==> src/source/mvm_pkg.sv <==
package mvm_pkg;

    // operand element, one byte
    localparam int DATA_W = 8;

    // full product of two operands
    localparam int PROD_W = 2 * DATA_W;

    // row sum, holds 16 full-scale products
    localparam int ACC_W = 20;

    typedef logic [DATA_W-1:0] data_t;
    typedef logic [PROD_W-1:0] prod_t;
    typedef logic [ACC_W-1:0]  acc_t;

    // loop controller states
    // IDLE   waiting for a start strobe
    // RUN    sweeping columns, one per cycle
    // DRAIN  last row sum still on its way to the buffer
    typedef enum logic [1:0] {
        IDLE,
        RUN,
        DRAIN
    } ctrl_state_t;

endpackage

==> src/source/agu_next.sv <==
`timescale 1ns/1ps
`default_nettype none

module agu_next #(
    parameter int IDX_W = 4
) (
    input  wire logic             clk,
    input  wire logic             rst,
    input  wire logic             start_i,
    input  wire logic             en_i,
    input  wire logic [IDX_W-1:0] fin_i,
    output logic      [IDX_W-1:0] data_o,
    output logic                  last_o,
    output logic                  next_o
);

    //////////////////////////////////////////////////
    // index register
    //////////////////////////////////////////////////

    // start wins over a step in the same cycle
    always_ff @(posedge clk) begin
        if (rst) begin
            data_o <= '0;
        end else if (start_i) begin
            data_o <= '0;
        end else if (en_i) begin
            if (last_o) begin
                data_o <= '0;
            end else begin
                data_o <= data_o + 1'b1;
            end
        end
    end

    //////////////////////////////////////////////////
    // loop boundary
    //////////////////////////////////////////////////

    assign last_o = (data_o == fin_i);

    // wrap in progress, lets the outer loop step
    assign next_o = en_i & last_o;

endmodule

`default_nettype wire

==> src/source/exe_ctrl.sv <==
`timescale 1ns/1ps
`default_nettype none

module exe_ctrl #(
    parameter int IDX_W = 4
) (
    input  wire logic             clk,
    input  wire logic             rst,
    input  wire logic             src_v_i,
    input  wire logic [IDX_W-1:0] last_row_i,
    input  wire logic [IDX_W-1:0] last_col_i,
    output logic                  exec_o,
    output logic      [IDX_W-1:0] row_o,
    output logic      [IDX_W-1:0] col_o,
    output logic      [IDX_W-1:0] res_row_o,
    output logic                  last_col_o,
    output logic                  k_fin_o,
    output logic                  s_fin_o
);

    mvm_pkg::ctrl_state_t state;

    logic [IDX_W-1:0] fin_row;
    logic [IDX_W-1:0] fin_col;
    logic             start;
    logic             run;
    logic             last_col;
    logic             next_col;
    logic             next_row;

    // start strobes outside IDLE are dropped
    assign start = src_v_i & (state == mvm_pkg::IDLE);
    assign run   = (state == mvm_pkg::RUN);

    // bounds held for the whole job
    always_ff @(posedge clk) begin
        if (start) begin
            fin_row <= last_row_i;
            fin_col <= last_col_i;
        end
    end

    //////////////////////////////////////////////////
    // nested loop counters
    //////////////////////////////////////////////////

    // rows, stepped at the end of each column sweep
    agu_next #(.IDX_W(IDX_W)) l_i (
        .clk     (clk),
        .rst     (rst),
        .start_i (start),
        .en_i    (next_col),
        .fin_i   (fin_row),
        .data_o  (row_o),
        .last_o  (),
        .next_o  (next_row)
    );

    // columns, one per RUN cycle
    agu_next #(.IDX_W(IDX_W)) l_j (
        .clk     (clk),
        .rst     (rst),
        .start_i (start),
        .en_i    (run),
        .fin_i   (fin_col),
        .data_o  (col_o),
        .last_o  (last_col),
        .next_o  (next_col)
    );

    //////////////////////////////////////////////////
    // state and flags
    //////////////////////////////////////////////////

    always_ff @(posedge clk) begin
        if (rst) begin
            state   <= mvm_pkg::IDLE;
            k_fin_o <= 1'b0;
            s_fin_o <= 1'b0;
        end else begin
            // product of the row's last column arrives next cycle
            k_fin_o <= run & last_col;
            s_fin_o <= (state == mvm_pkg::DRAIN) & k_fin_o;
            case (state)
                mvm_pkg::IDLE: begin
                    if (src_v_i) begin
                        state <= mvm_pkg::RUN;
                    end
                end
                mvm_pkg::RUN: begin
                    // row counter wrapping means the last cell was addressed
                    if (next_row) begin
                        state <= mvm_pkg::DRAIN;
                    end
                end
                mvm_pkg::DRAIN: begin
                    if (k_fin_o) begin
                        state <= mvm_pkg::IDLE;
                    end
                end
                default: begin
                    state <= mvm_pkg::IDLE;
                end
            endcase
        end
    end

    // row index lined up with the operand read latency
    always_ff @(posedge clk) begin
        res_row_o <= row_o;
    end

    assign exec_o     = run;
    assign last_col_o = last_col;

endmodule

`default_nettype wire

==> src/source/operand_mem.sv <==
`timescale 1ns/1ps
`default_nettype none

module operand_mem #(
    parameter int IDX_W = 4
) (
    input  wire logic             clk,
    // host matrix writes
    input  wire logic             mat_we_i,
    input  wire logic [IDX_W-1:0] mat_row_i,
    input  wire logic [IDX_W-1:0] mat_col_i,
    input  wire mvm_pkg::data_t   mat_data_i,
    // host vector writes
    input  wire logic             vec_we_i,
    input  wire logic [IDX_W-1:0] vec_idx_i,
    input  wire mvm_pkg::data_t   vec_data_i,
    // engine reads
    input  wire logic             rd_en_i,
    input  wire logic [IDX_W-1:0] row_i,
    input  wire logic [IDX_W-1:0] col_i,
    output mvm_pkg::data_t        a_elem_o,
    output mvm_pkg::data_t        x_elem_o,
    output logic                  prod_v_o
);

    localparam int DEPTH = 2 ** IDX_W;

    mvm_pkg::data_t mat_mem [DEPTH][DEPTH];
    mvm_pkg::data_t vec_mem [DEPTH];

    //////////////////////////////////////////////////
    // host side
    //////////////////////////////////////////////////

    always_ff @(posedge clk) begin
        if (mat_we_i) begin
            mat_mem[mat_row_i][mat_col_i] <= mat_data_i;
        end
        if (vec_we_i) begin
            vec_mem[vec_idx_i] <= vec_data_i;
        end
    end

    //////////////////////////////////////////////////
    // engine side, one cycle read
    //////////////////////////////////////////////////

    always_ff @(posedge clk) begin
        if (rd_en_i) begin
            a_elem_o <= mat_mem[row_i][col_i];
            x_elem_o <= vec_mem[col_i];
        end
        // valid travels with the data
        prod_v_o <= rd_en_i;
    end

endmodule

`default_nettype wire

==> src/source/mac_unit.sv <==
`timescale 1ns/1ps
`default_nettype none

module mac_unit (
    input  wire logic           clk,
    input  wire logic           rst,
    input  wire logic           prod_v_i,
    input  wire logic           k_fin_i,
    input  wire mvm_pkg::data_t a_elem_i,
    input  wire mvm_pkg::data_t x_elem_i,
    output logic                wr_en_o,
    output mvm_pkg::acc_t       wr_data_o
);

    mvm_pkg::prod_t prod;
    mvm_pkg::acc_t  acc;
    mvm_pkg::acc_t  acc_next;

    // unsigned product, zero extended into the sum
    assign prod     = a_elem_i * x_elem_i;
    assign acc_next = acc + mvm_pkg::acc_t'(prod);

    always_ff @(posedge clk) begin
        if (rst) begin
            acc <= '0;
        end else if (prod_v_i) begin
            // row done, next row starts from zero
            if (k_fin_i) begin
                acc <= '0;
            end else begin
                acc <= acc_next;
            end
        end
    end

    // row sum including the last product
    assign wr_en_o   = prod_v_i & k_fin_i;
    assign wr_data_o = acc_next;

endmodule

`default_nettype wire

==> src/source/dst_buff.sv <==
`timescale 1ns/1ps
`default_nettype none

module dst_buff #(
    parameter int IDX_W = 4
) (
    input  wire logic             clk,
    input  wire logic             wr_en_i,
    input  wire logic [IDX_W-1:0] wr_idx_i,
    input  wire mvm_pkg::acc_t    wr_data_i,
    input  wire logic [IDX_W-1:0] rd_idx_i,
    output mvm_pkg::acc_t         rd_data_o
);

    localparam int DEPTH = 2 ** IDX_W;

    // one sum per row
    mvm_pkg::acc_t res_mem [DEPTH];

    //////////////////////////////////////////////////
    // accumulator write
    //////////////////////////////////////////////////

    always_ff @(posedge clk) begin
        if (wr_en_i) begin
            res_mem[wr_idx_i] <= wr_data_i;
        end
    end

    //////////////////////////////////////////////////
    // host read
    //////////////////////////////////////////////////

    // combinational, valid once s_fin has been seen
    assign rd_data_o = res_mem[rd_idx_i];

endmodule

`default_nettype wire

==> src/source/mvm_top.sv <==
`timescale 1ns/1ps
`default_nettype none

module mvm_top #(
    parameter int IDX_W = 4
) (
    input  wire logic             clk,
    input  wire logic             rst,
    input  wire logic             mat_we_i,
    input  wire logic [IDX_W-1:0] mat_row_i,
    input  wire logic [IDX_W-1:0] mat_col_i,
    input  wire mvm_pkg::data_t   mat_data_i,
    input  wire logic             vec_we_i,
    input  wire logic [IDX_W-1:0] vec_idx_i,
    input  wire mvm_pkg::data_t   vec_data_i,
    input  wire logic             src_v_i,
    input  wire logic [IDX_W-1:0] last_row_i,
    input  wire logic [IDX_W-1:0] last_col_i,
    input  wire logic [IDX_W-1:0] res_idx_i,
    output logic                  exec_o,
    output logic                  k_fin_o,
    output logic                  s_fin_o,
    output mvm_pkg::acc_t         res_data_o
);

    logic [IDX_W-1:0] row;
    logic [IDX_W-1:0] col;
    logic [IDX_W-1:0] res_row;
    logic             exec;
    logic             k_fin;
    logic             prod_v;
    logic             wr_en;
    mvm_pkg::data_t   a_elem;
    mvm_pkg::data_t   x_elem;
    mvm_pkg::acc_t    wr_data;

    exe_ctrl #(.IDX_W(IDX_W)) exe_ctrl_inst (
        .clk        (clk),
        .rst        (rst),
        .src_v_i    (src_v_i),
        .last_row_i (last_row_i),
        .last_col_i (last_col_i),
        .exec_o     (exec),
        .row_o      (row),
        .col_o      (col),
        .res_row_o  (res_row),
        .last_col_o (),
        .k_fin_o    (k_fin),
        .s_fin_o    (s_fin_o)
    );

    operand_mem #(.IDX_W(IDX_W)) operand_mem_inst (
        .clk        (clk),
        .mat_we_i   (mat_we_i),
        .mat_row_i  (mat_row_i),
        .mat_col_i  (mat_col_i),
        .mat_data_i (mat_data_i),
        .vec_we_i   (vec_we_i),
        .vec_idx_i  (vec_idx_i),
        .vec_data_i (vec_data_i),
        .rd_en_i    (exec),
        .row_i      (row),
        .col_i      (col),
        .a_elem_o   (a_elem),
        .x_elem_o   (x_elem),
        .prod_v_o   (prod_v)
    );

    mac_unit mac_unit_inst (
        .clk       (clk),
        .rst       (rst),
        .prod_v_i  (prod_v),
        .k_fin_i   (k_fin),
        .a_elem_i  (a_elem),
        .x_elem_i  (x_elem),
        .wr_en_o   (wr_en),
        .wr_data_o (wr_data)
    );

    dst_buff #(.IDX_W(IDX_W)) dst_buff_inst (
        .clk       (clk),
        .wr_en_i   (wr_en),
        .wr_idx_i  (res_row),
        .wr_data_i (wr_data),
        .rd_idx_i  (res_idx_i),
        .rd_data_o (res_data_o)
    );

    assign exec_o  = exec;
    assign k_fin_o = k_fin;

endmodule

`default_nettype wire

==> config.mk <==
export PLATFORM = sky130hd
export DESIGN_NAME = mvm_top
export DESIGN_NICKNAME = d
export VERILOG_FILES = /design/src/source/mvm_pkg.sv /design/src/source/agu_next.sv /design/src/source/exe_ctrl.sv /design/src/source/operand_mem.sv /design/src/source/mac_unit.sv /design/src/source/dst_buff.sv /design/src/source/mvm_top.sv
export SDC_FILE = /design/constraint.sdc
export NUM_CORES = 2
export LEC_CHECK = 0
export ABC_AREA = 1
export BUFFER_PORTS_ARGS = -buffer_cell sky130_fd_sc_hd__buf_2
export CAP_MARGIN = 25
export CORE_UTILIZATION = 46
export CTS_CLUSTER_DIAMETER = 80
export CTS_CLUSTER_SIZE = 25
export DETAILED_ROUTE_END_ITERATION = 16
export GPL_ROUTABILITY_DRIVEN = 0
export PLACE_DENSITY = 0.68
export SYNTH_ARGS = -nofsm -noshare
export SYNTH_HDL_FRONTEND = slang
export SYNTH_HIERARCHICAL = 1
export SYNTH_SLANG_ARGS = --single-unit
export TNS_END_PERCENT = 50
==> constraint.sdc <==
create_clock -name clk -period 4.2 [get_ports clk]
set_input_delay 0.42 -clock clk [delete_from_list [all_inputs] [get_ports clk]]
set_output_delay 0.42 -clock clk [all_outputs]
set_load 0.05 [all_outputs]
== Word level (Yosys, flattened, before mapping) ==
Memory sizes are Yosys's and may differ from the RTL's. A register that Yosys moved wholly into a read port is not among the register bits.
Index checks and enable logic that the tools add are counted.
Word-level totals
  bits of input ports: 45
  memories kept: 3
  word-level logic and storage cells: 59
  bits in registers: 53
  output and inout bits: 23
  bits in writable memories: 2496
Memory list
  operand_mem_inst.mat_mem: depth 16, bits a word 128, rd ports 1, clocked after Yosys merged registers in 1, write ports 1, line operand_mem.sv:28  | mvm_pkg::data_t mat_mem [DEPTH][DEPTH];
  dst_buff_inst.res_mem: depth 16, bits a word 20, rd ports 1, clocked after Yosys merged registers in 0, write ports 1, line dst_buff.sv:18  | mvm_pkg::acc_t res_mem [DEPTH];
  operand_mem_inst.vec_mem: depth 16, bits a word 8, rd ports 1, clocked after Yosys merged registers in 1, write ports 1, line operand_mem.sv:29  | mvm_pkg::data_t vec_mem [DEPTH];
Cells by class
  reductions and logical operators: 4
  bitwise operators: 7
  mux-type cells: 20
  add/sub/neg operators: 3
  equality and inequality tests: 7
  $lt $le $gt $ge: 3
  multiply operators: 1
Operators with widths (count)
  $mux 128: 1
  $bmux 8 s4: 1
  $demux 8 s4: 1
  $mux 8: 3
  $add 20x16->20: 1
  $mux 20: 1
  $mul 8x8->16: 1
  $mux 4: 4
  $ge 5x5->1 const B: 2
  $not 4->5: 2
  $add 4x1->4 const B: 2
  $eq 4x4->1: 2
  $mux 2: 3
  $pmux 2 s3: 1
  $and 1x1->1: 5
  $lt 5x1->1 const B: 1
  $mux 1: 5
  $ne 2x2->1 const B: 2
  $reduce_and 3->1: 1
  $eq 2x1->1 const B: 1
  $eq 2x2->1 const B: 1
  $logic_not 2->1: 1
  $ne 2x1->1 const B: 1
  $reduce_or 2->1: 1
  $logic_and 1x1->1: 1

== Logic depth before layout (Yosys ltp) ==
  word-level depth: 6
  gate-level depth with buffers: 22
  gate-level depth less buffers: 21

== Hierarchy ==
The synthesis kept the hierarchy.
Modules (own cells, without submodules)
  operand_mem: area each 88578.7 µm², seq. area each 65843.1 µm², cells each 7341, times used 1
  dst_buff: area each 13792.0 µm², seq. area each 9609.2 µm², cells each 1316, times used 1
  mac_unit: area each 3798.6 µm², seq. area each 400.4 µm², cells each 573, times used 1
  agu_next: area each 291.5 µm², seq. area each 80.1 µm², cells each 47, times used 2
  exe_ctrl: area each 479.2 µm², seq. area each 400.4 µm², cells each 33, times used 1

== Least setup slack after synthesis ==
No wires, ideal clock.
  path kind: register to register
  start: reg operand_mem_inst.a_elem_o[0]
  end: mem dst_buff_inst/res_mem[0][8] in the netlist's numbering, data pin
  required time: 3.904 ns
  clock period less this slack: 4.359 ns
  slack: -0.159 ns
  buffers on the path: 1
  library setup time: 0.296 ns
  arrival: 4.064 ns
  cell stages (with the launch flop): 16
  cells stage by stage: edfxtp_1 -> clkbuf_1 -> nand2_1 -> fa_1 -> fa_1 -> inv_1 -> fa_1 -> inv_1 -> fa_1 -> inv_1 -> ha_1 -> nand2_1 -> inv_1 -> a21oi_1 -> nand2_1 -> xor2_1
On the way
  cells in the longest elaborated chain, start to end: 2
Ends and longest elaborated chain
  start, declared: line operand_mem.sv:21  | output mvm_pkg::data_t a_elem_o,
  start signal, assigned: line operand_mem.sv:50  | a_elem_o <= mat_mem[row_i][col_i];
  $mul 8x8->16: line mac_unit.sv:20  | assign prod = a_elem_i * x_elem_i;
  $add 20x16->20: line mac_unit.sv:21  | assign acc_next = acc + mvm_pkg::acc_t'(prod);
  net wr_data[8]: line mvm_top.sv:35  | mvm_pkg::acc_t wr_data;
  end, declared: line dst_buff.sv:18
The timed path passes the listed nets, and every way through them passes these cells.

== Worst setup path in the final report ==
  start: reg operand_mem_inst.a_elem_o[4]
  end: mem dst_buff_inst/res_mem[11][11] in the netlist's numbering, data pin
Same word-level chain as after synthesis.

==> metrics.md <==
| Metric | Value |
|---|---|
| Initial antenna violation count | `11` |
| Clk_skew | `0.0442 ns` |
| Mapped Cells | `9355` |
| Worst-path clk slew | `0.09 ns` |
| Worst Slack Setup Final | `-0.189 ns` |
| Fin crit share | `1.04` |
| RSZ-0062 raised after global routing | `true` |
| Tot Pwr | `53100 uW` |
| Initial core utilization | `0.465` |
| Die area | `0.235 mm^2` |
| Share of layout cells above drive strength 1 | `0.0762` |
| CP dominant cell by count | `fa_1` |
| Critical-path top delay cell | `edfxtp_1` |
| Clock buffer depth | `3` |
| Vias per cell | `5.75` |
| Skew-Pair Late Insertion Delay | `0.83 ns` |
| CTS H-tree lvls | `4` |
| Sink Count | `2557` |
| Lkg Pwr | `0.0417 uW` |
| Synthesis warning total | `6` |
| Routed len/inst | `22.9 um` |
| Number of global-route vias before repair | `67700` |
| Setup TNS | `-18.55 ns` |
| CTS tree | `done` |
| Required @ worst endpoint | `4.87 ns` |
| Max VDD drop | `0.719 mV` |
| Die width | `485 um` |
| Crit path DAT | `5.06 ns` |
| Worst Tran Pin Value | `1.06 ns` |
| Fmax | `228 MHz` |
| Critical path peak fanout | `8` |
| Commonest non-fill, non-tap cell in the layout | `nand2_1` |
| Tmin final | `4.39 ns` |
| Outcome | `complete, but fails checks` |
| I/O Buffers | `67` |
| Standard-cell row count | `176` |
| Pin count of the biggest net entering global routing | `162` |
| CP Launch Type | `flop` |
| Crit path cell chain | `buf_6, nand2_2, inv_2, fa_1, fa_1, fa_1, inv_2, fa_1, inv_2, ha_4, nand2_4, nor2_4, nand3_2, nand2_4, buf_6, xor2_4, clkbuf_16` |
| Area growth, synth to finish | `8.46%` |
| Slew HR | `0.292` |
| Num CTS Buffers | `131` |
| DP HPWL | `163000 um` |
| Final antenna-violating net count | `0` |
| Root Driver | `clkbuf_16` |
| Final setup viols | `199` |
| Max Cap Viol | `0` |
| Core Footprint | `0.231 mm^2` |
| DR iter-0 viols | `9426` |
| Final nets | `9396` |
| Routed WL | `283000 um` |
| DR pass1 iterations | `8` |
| Vias | `71000` |
| CP endpoint kind | `flop` |
| I/O Pins | `68` |
| Syn Nets | `9493` |
| Drt drc | `0` |
| Crit path largest cell delay | `0.55 ns` |
| Pins Over Slew Limit | `0` |
| Failing checks | `setup timing` |
| Final hold vios | `0` |
| Most frequent cells in the layout | `2721 x nand2_1, 2520 x edfxtp_1, 2279 x nand3_1` |
| First-pass GRT wire length | `423000 um` |
| Total gr overflow | `0` |
| Power Dens Cells | `457 mW/mm^2` |
| Path type of the worst min-delay path | `input port to flop` |
| Syn avg cell area | `11.5 um^2` |
| Cell Area, Synth | `0.107 mm^2` |
| Total GRT Usage | `0.237` |
| Worst setup path category | `flop to flop` |
| Die Ht | `485 um` |
## final timing paths
path | from | to | slack [ns] | depth (start not counted)
worst max register to register | operand_mem_inst/a_elem_o[4] | dst_buff_inst/res_mem[11][11] | -0.19 | 17
worst min register to register | mac_unit_inst/acc[1] | mac_unit_inst/acc[1] | 0.47 | 2
worst min-delay path | mat_data_i[6] | operand_mem_inst/mat_mem[8][30] | 0.04 | 1
worst max-delay path | operand_mem_inst/a_elem_o[4] | dst_buff_inst/res_mem[11][11] | -0.19 | 17
## worst max-delay path: cells and delay by family, from the launching register on
family / cells / cell delay (ns)
adders and majority gates: 5 / 2.29
DFF: 1 / 0.55
xor gates and xnor gates: 1 / 0.28
and+or+nand+nor: 5 / 0.46
buffers and inverters: 6 / 0.65
## sequential cells by signal, summed over array words and instances (netlist names)
name,cells
operand_mem_inst/mat_mem,2048
dst_buff_inst/res_mem,320
operand_mem_inst/vec_mem,128
mac_unit_inst/acc,20
operand_mem_inst/a_elem_o,8
operand_mem_inst/x_elem_o,8
exe_ctrl_inst/fin_col,4
exe_ctrl_inst/fin_row,4
exe_ctrl_inst/l_i/data_o,4
exe_ctrl_inst/l_j/data_o,4
exe_ctrl_inst/res_row_o,4
exe_ctrl_inst/state,2
exe_ctrl_inst/k_fin_o,1
exe_ctrl_inst/s_fin_o,1
operand_mem_inst/prod_v_o,1
## area by class of cell
| cell class | instances | area [um^2] |
|---|---|---|
| timing repair buffer | 358 | 3410 |
| tap | 3026 | 3790 |
| sequential | 2557 | 76400 |
| fill | 19600 | 114000 |
| clock buffer | 154 | 3490 |
| multi-input combinational | 5738 | 26700 |
| clock inverter | 47 | 624 |
| antenna | 4 | 10.0 |
| inverter | 472 | 1820 |
## power by group
part	switching [uW]	leakage [uW]	internal (uW)	total, uW
Clock	8100	0.00200	6450	14500
Combinational	5350	0.0167	3410	8760
Sequential	75.4	0.0230	29800	29800
## stage by stage
step / setup slack (ns) / cell area (um^2) / hold WS [ns] / utilization / instances
after global routing: -0.290 / 116000 / 0.0198 / 0.504 / 12400
after floorplan: -0.100 / 107000 / 0.385 / - / 9355
after global placement: -0.444 / 111000 / 0.459 / 0.481 / 12100
after CTS: -0.0631 / 116000 / 0.000314 / 0.502 / 12300
final: -0.189 / 116000 / 0.0405 / 0.504 / 12400
after detailed placement: -0.540 / 111000 / 0.459 / 0.481 / 12100
## layer usage
layer | track usage | routed length (um)
met1 | 0.325 | 113000
met2 | 0.382 | 134000
met3 | 0.0347 | 25100
met4 | 0.0903 | 11200
met5 | 0 | 65
## timing repair
| action | 4_1_cts | 5_1_grt |
|---|---|---|
| hold buffers | 17 | 0 |
| pin swaps | 57 | 30 |
| gates cloned | 4 | 4 |
| endpoints found under the setup margin | 203 | 221 |
| setup buffers | 20 | 8 |
| hold endpoints to repair | 137 | 0 |
| resized for setup | 86 | 81 |
(Power assumes the default switching activity.)
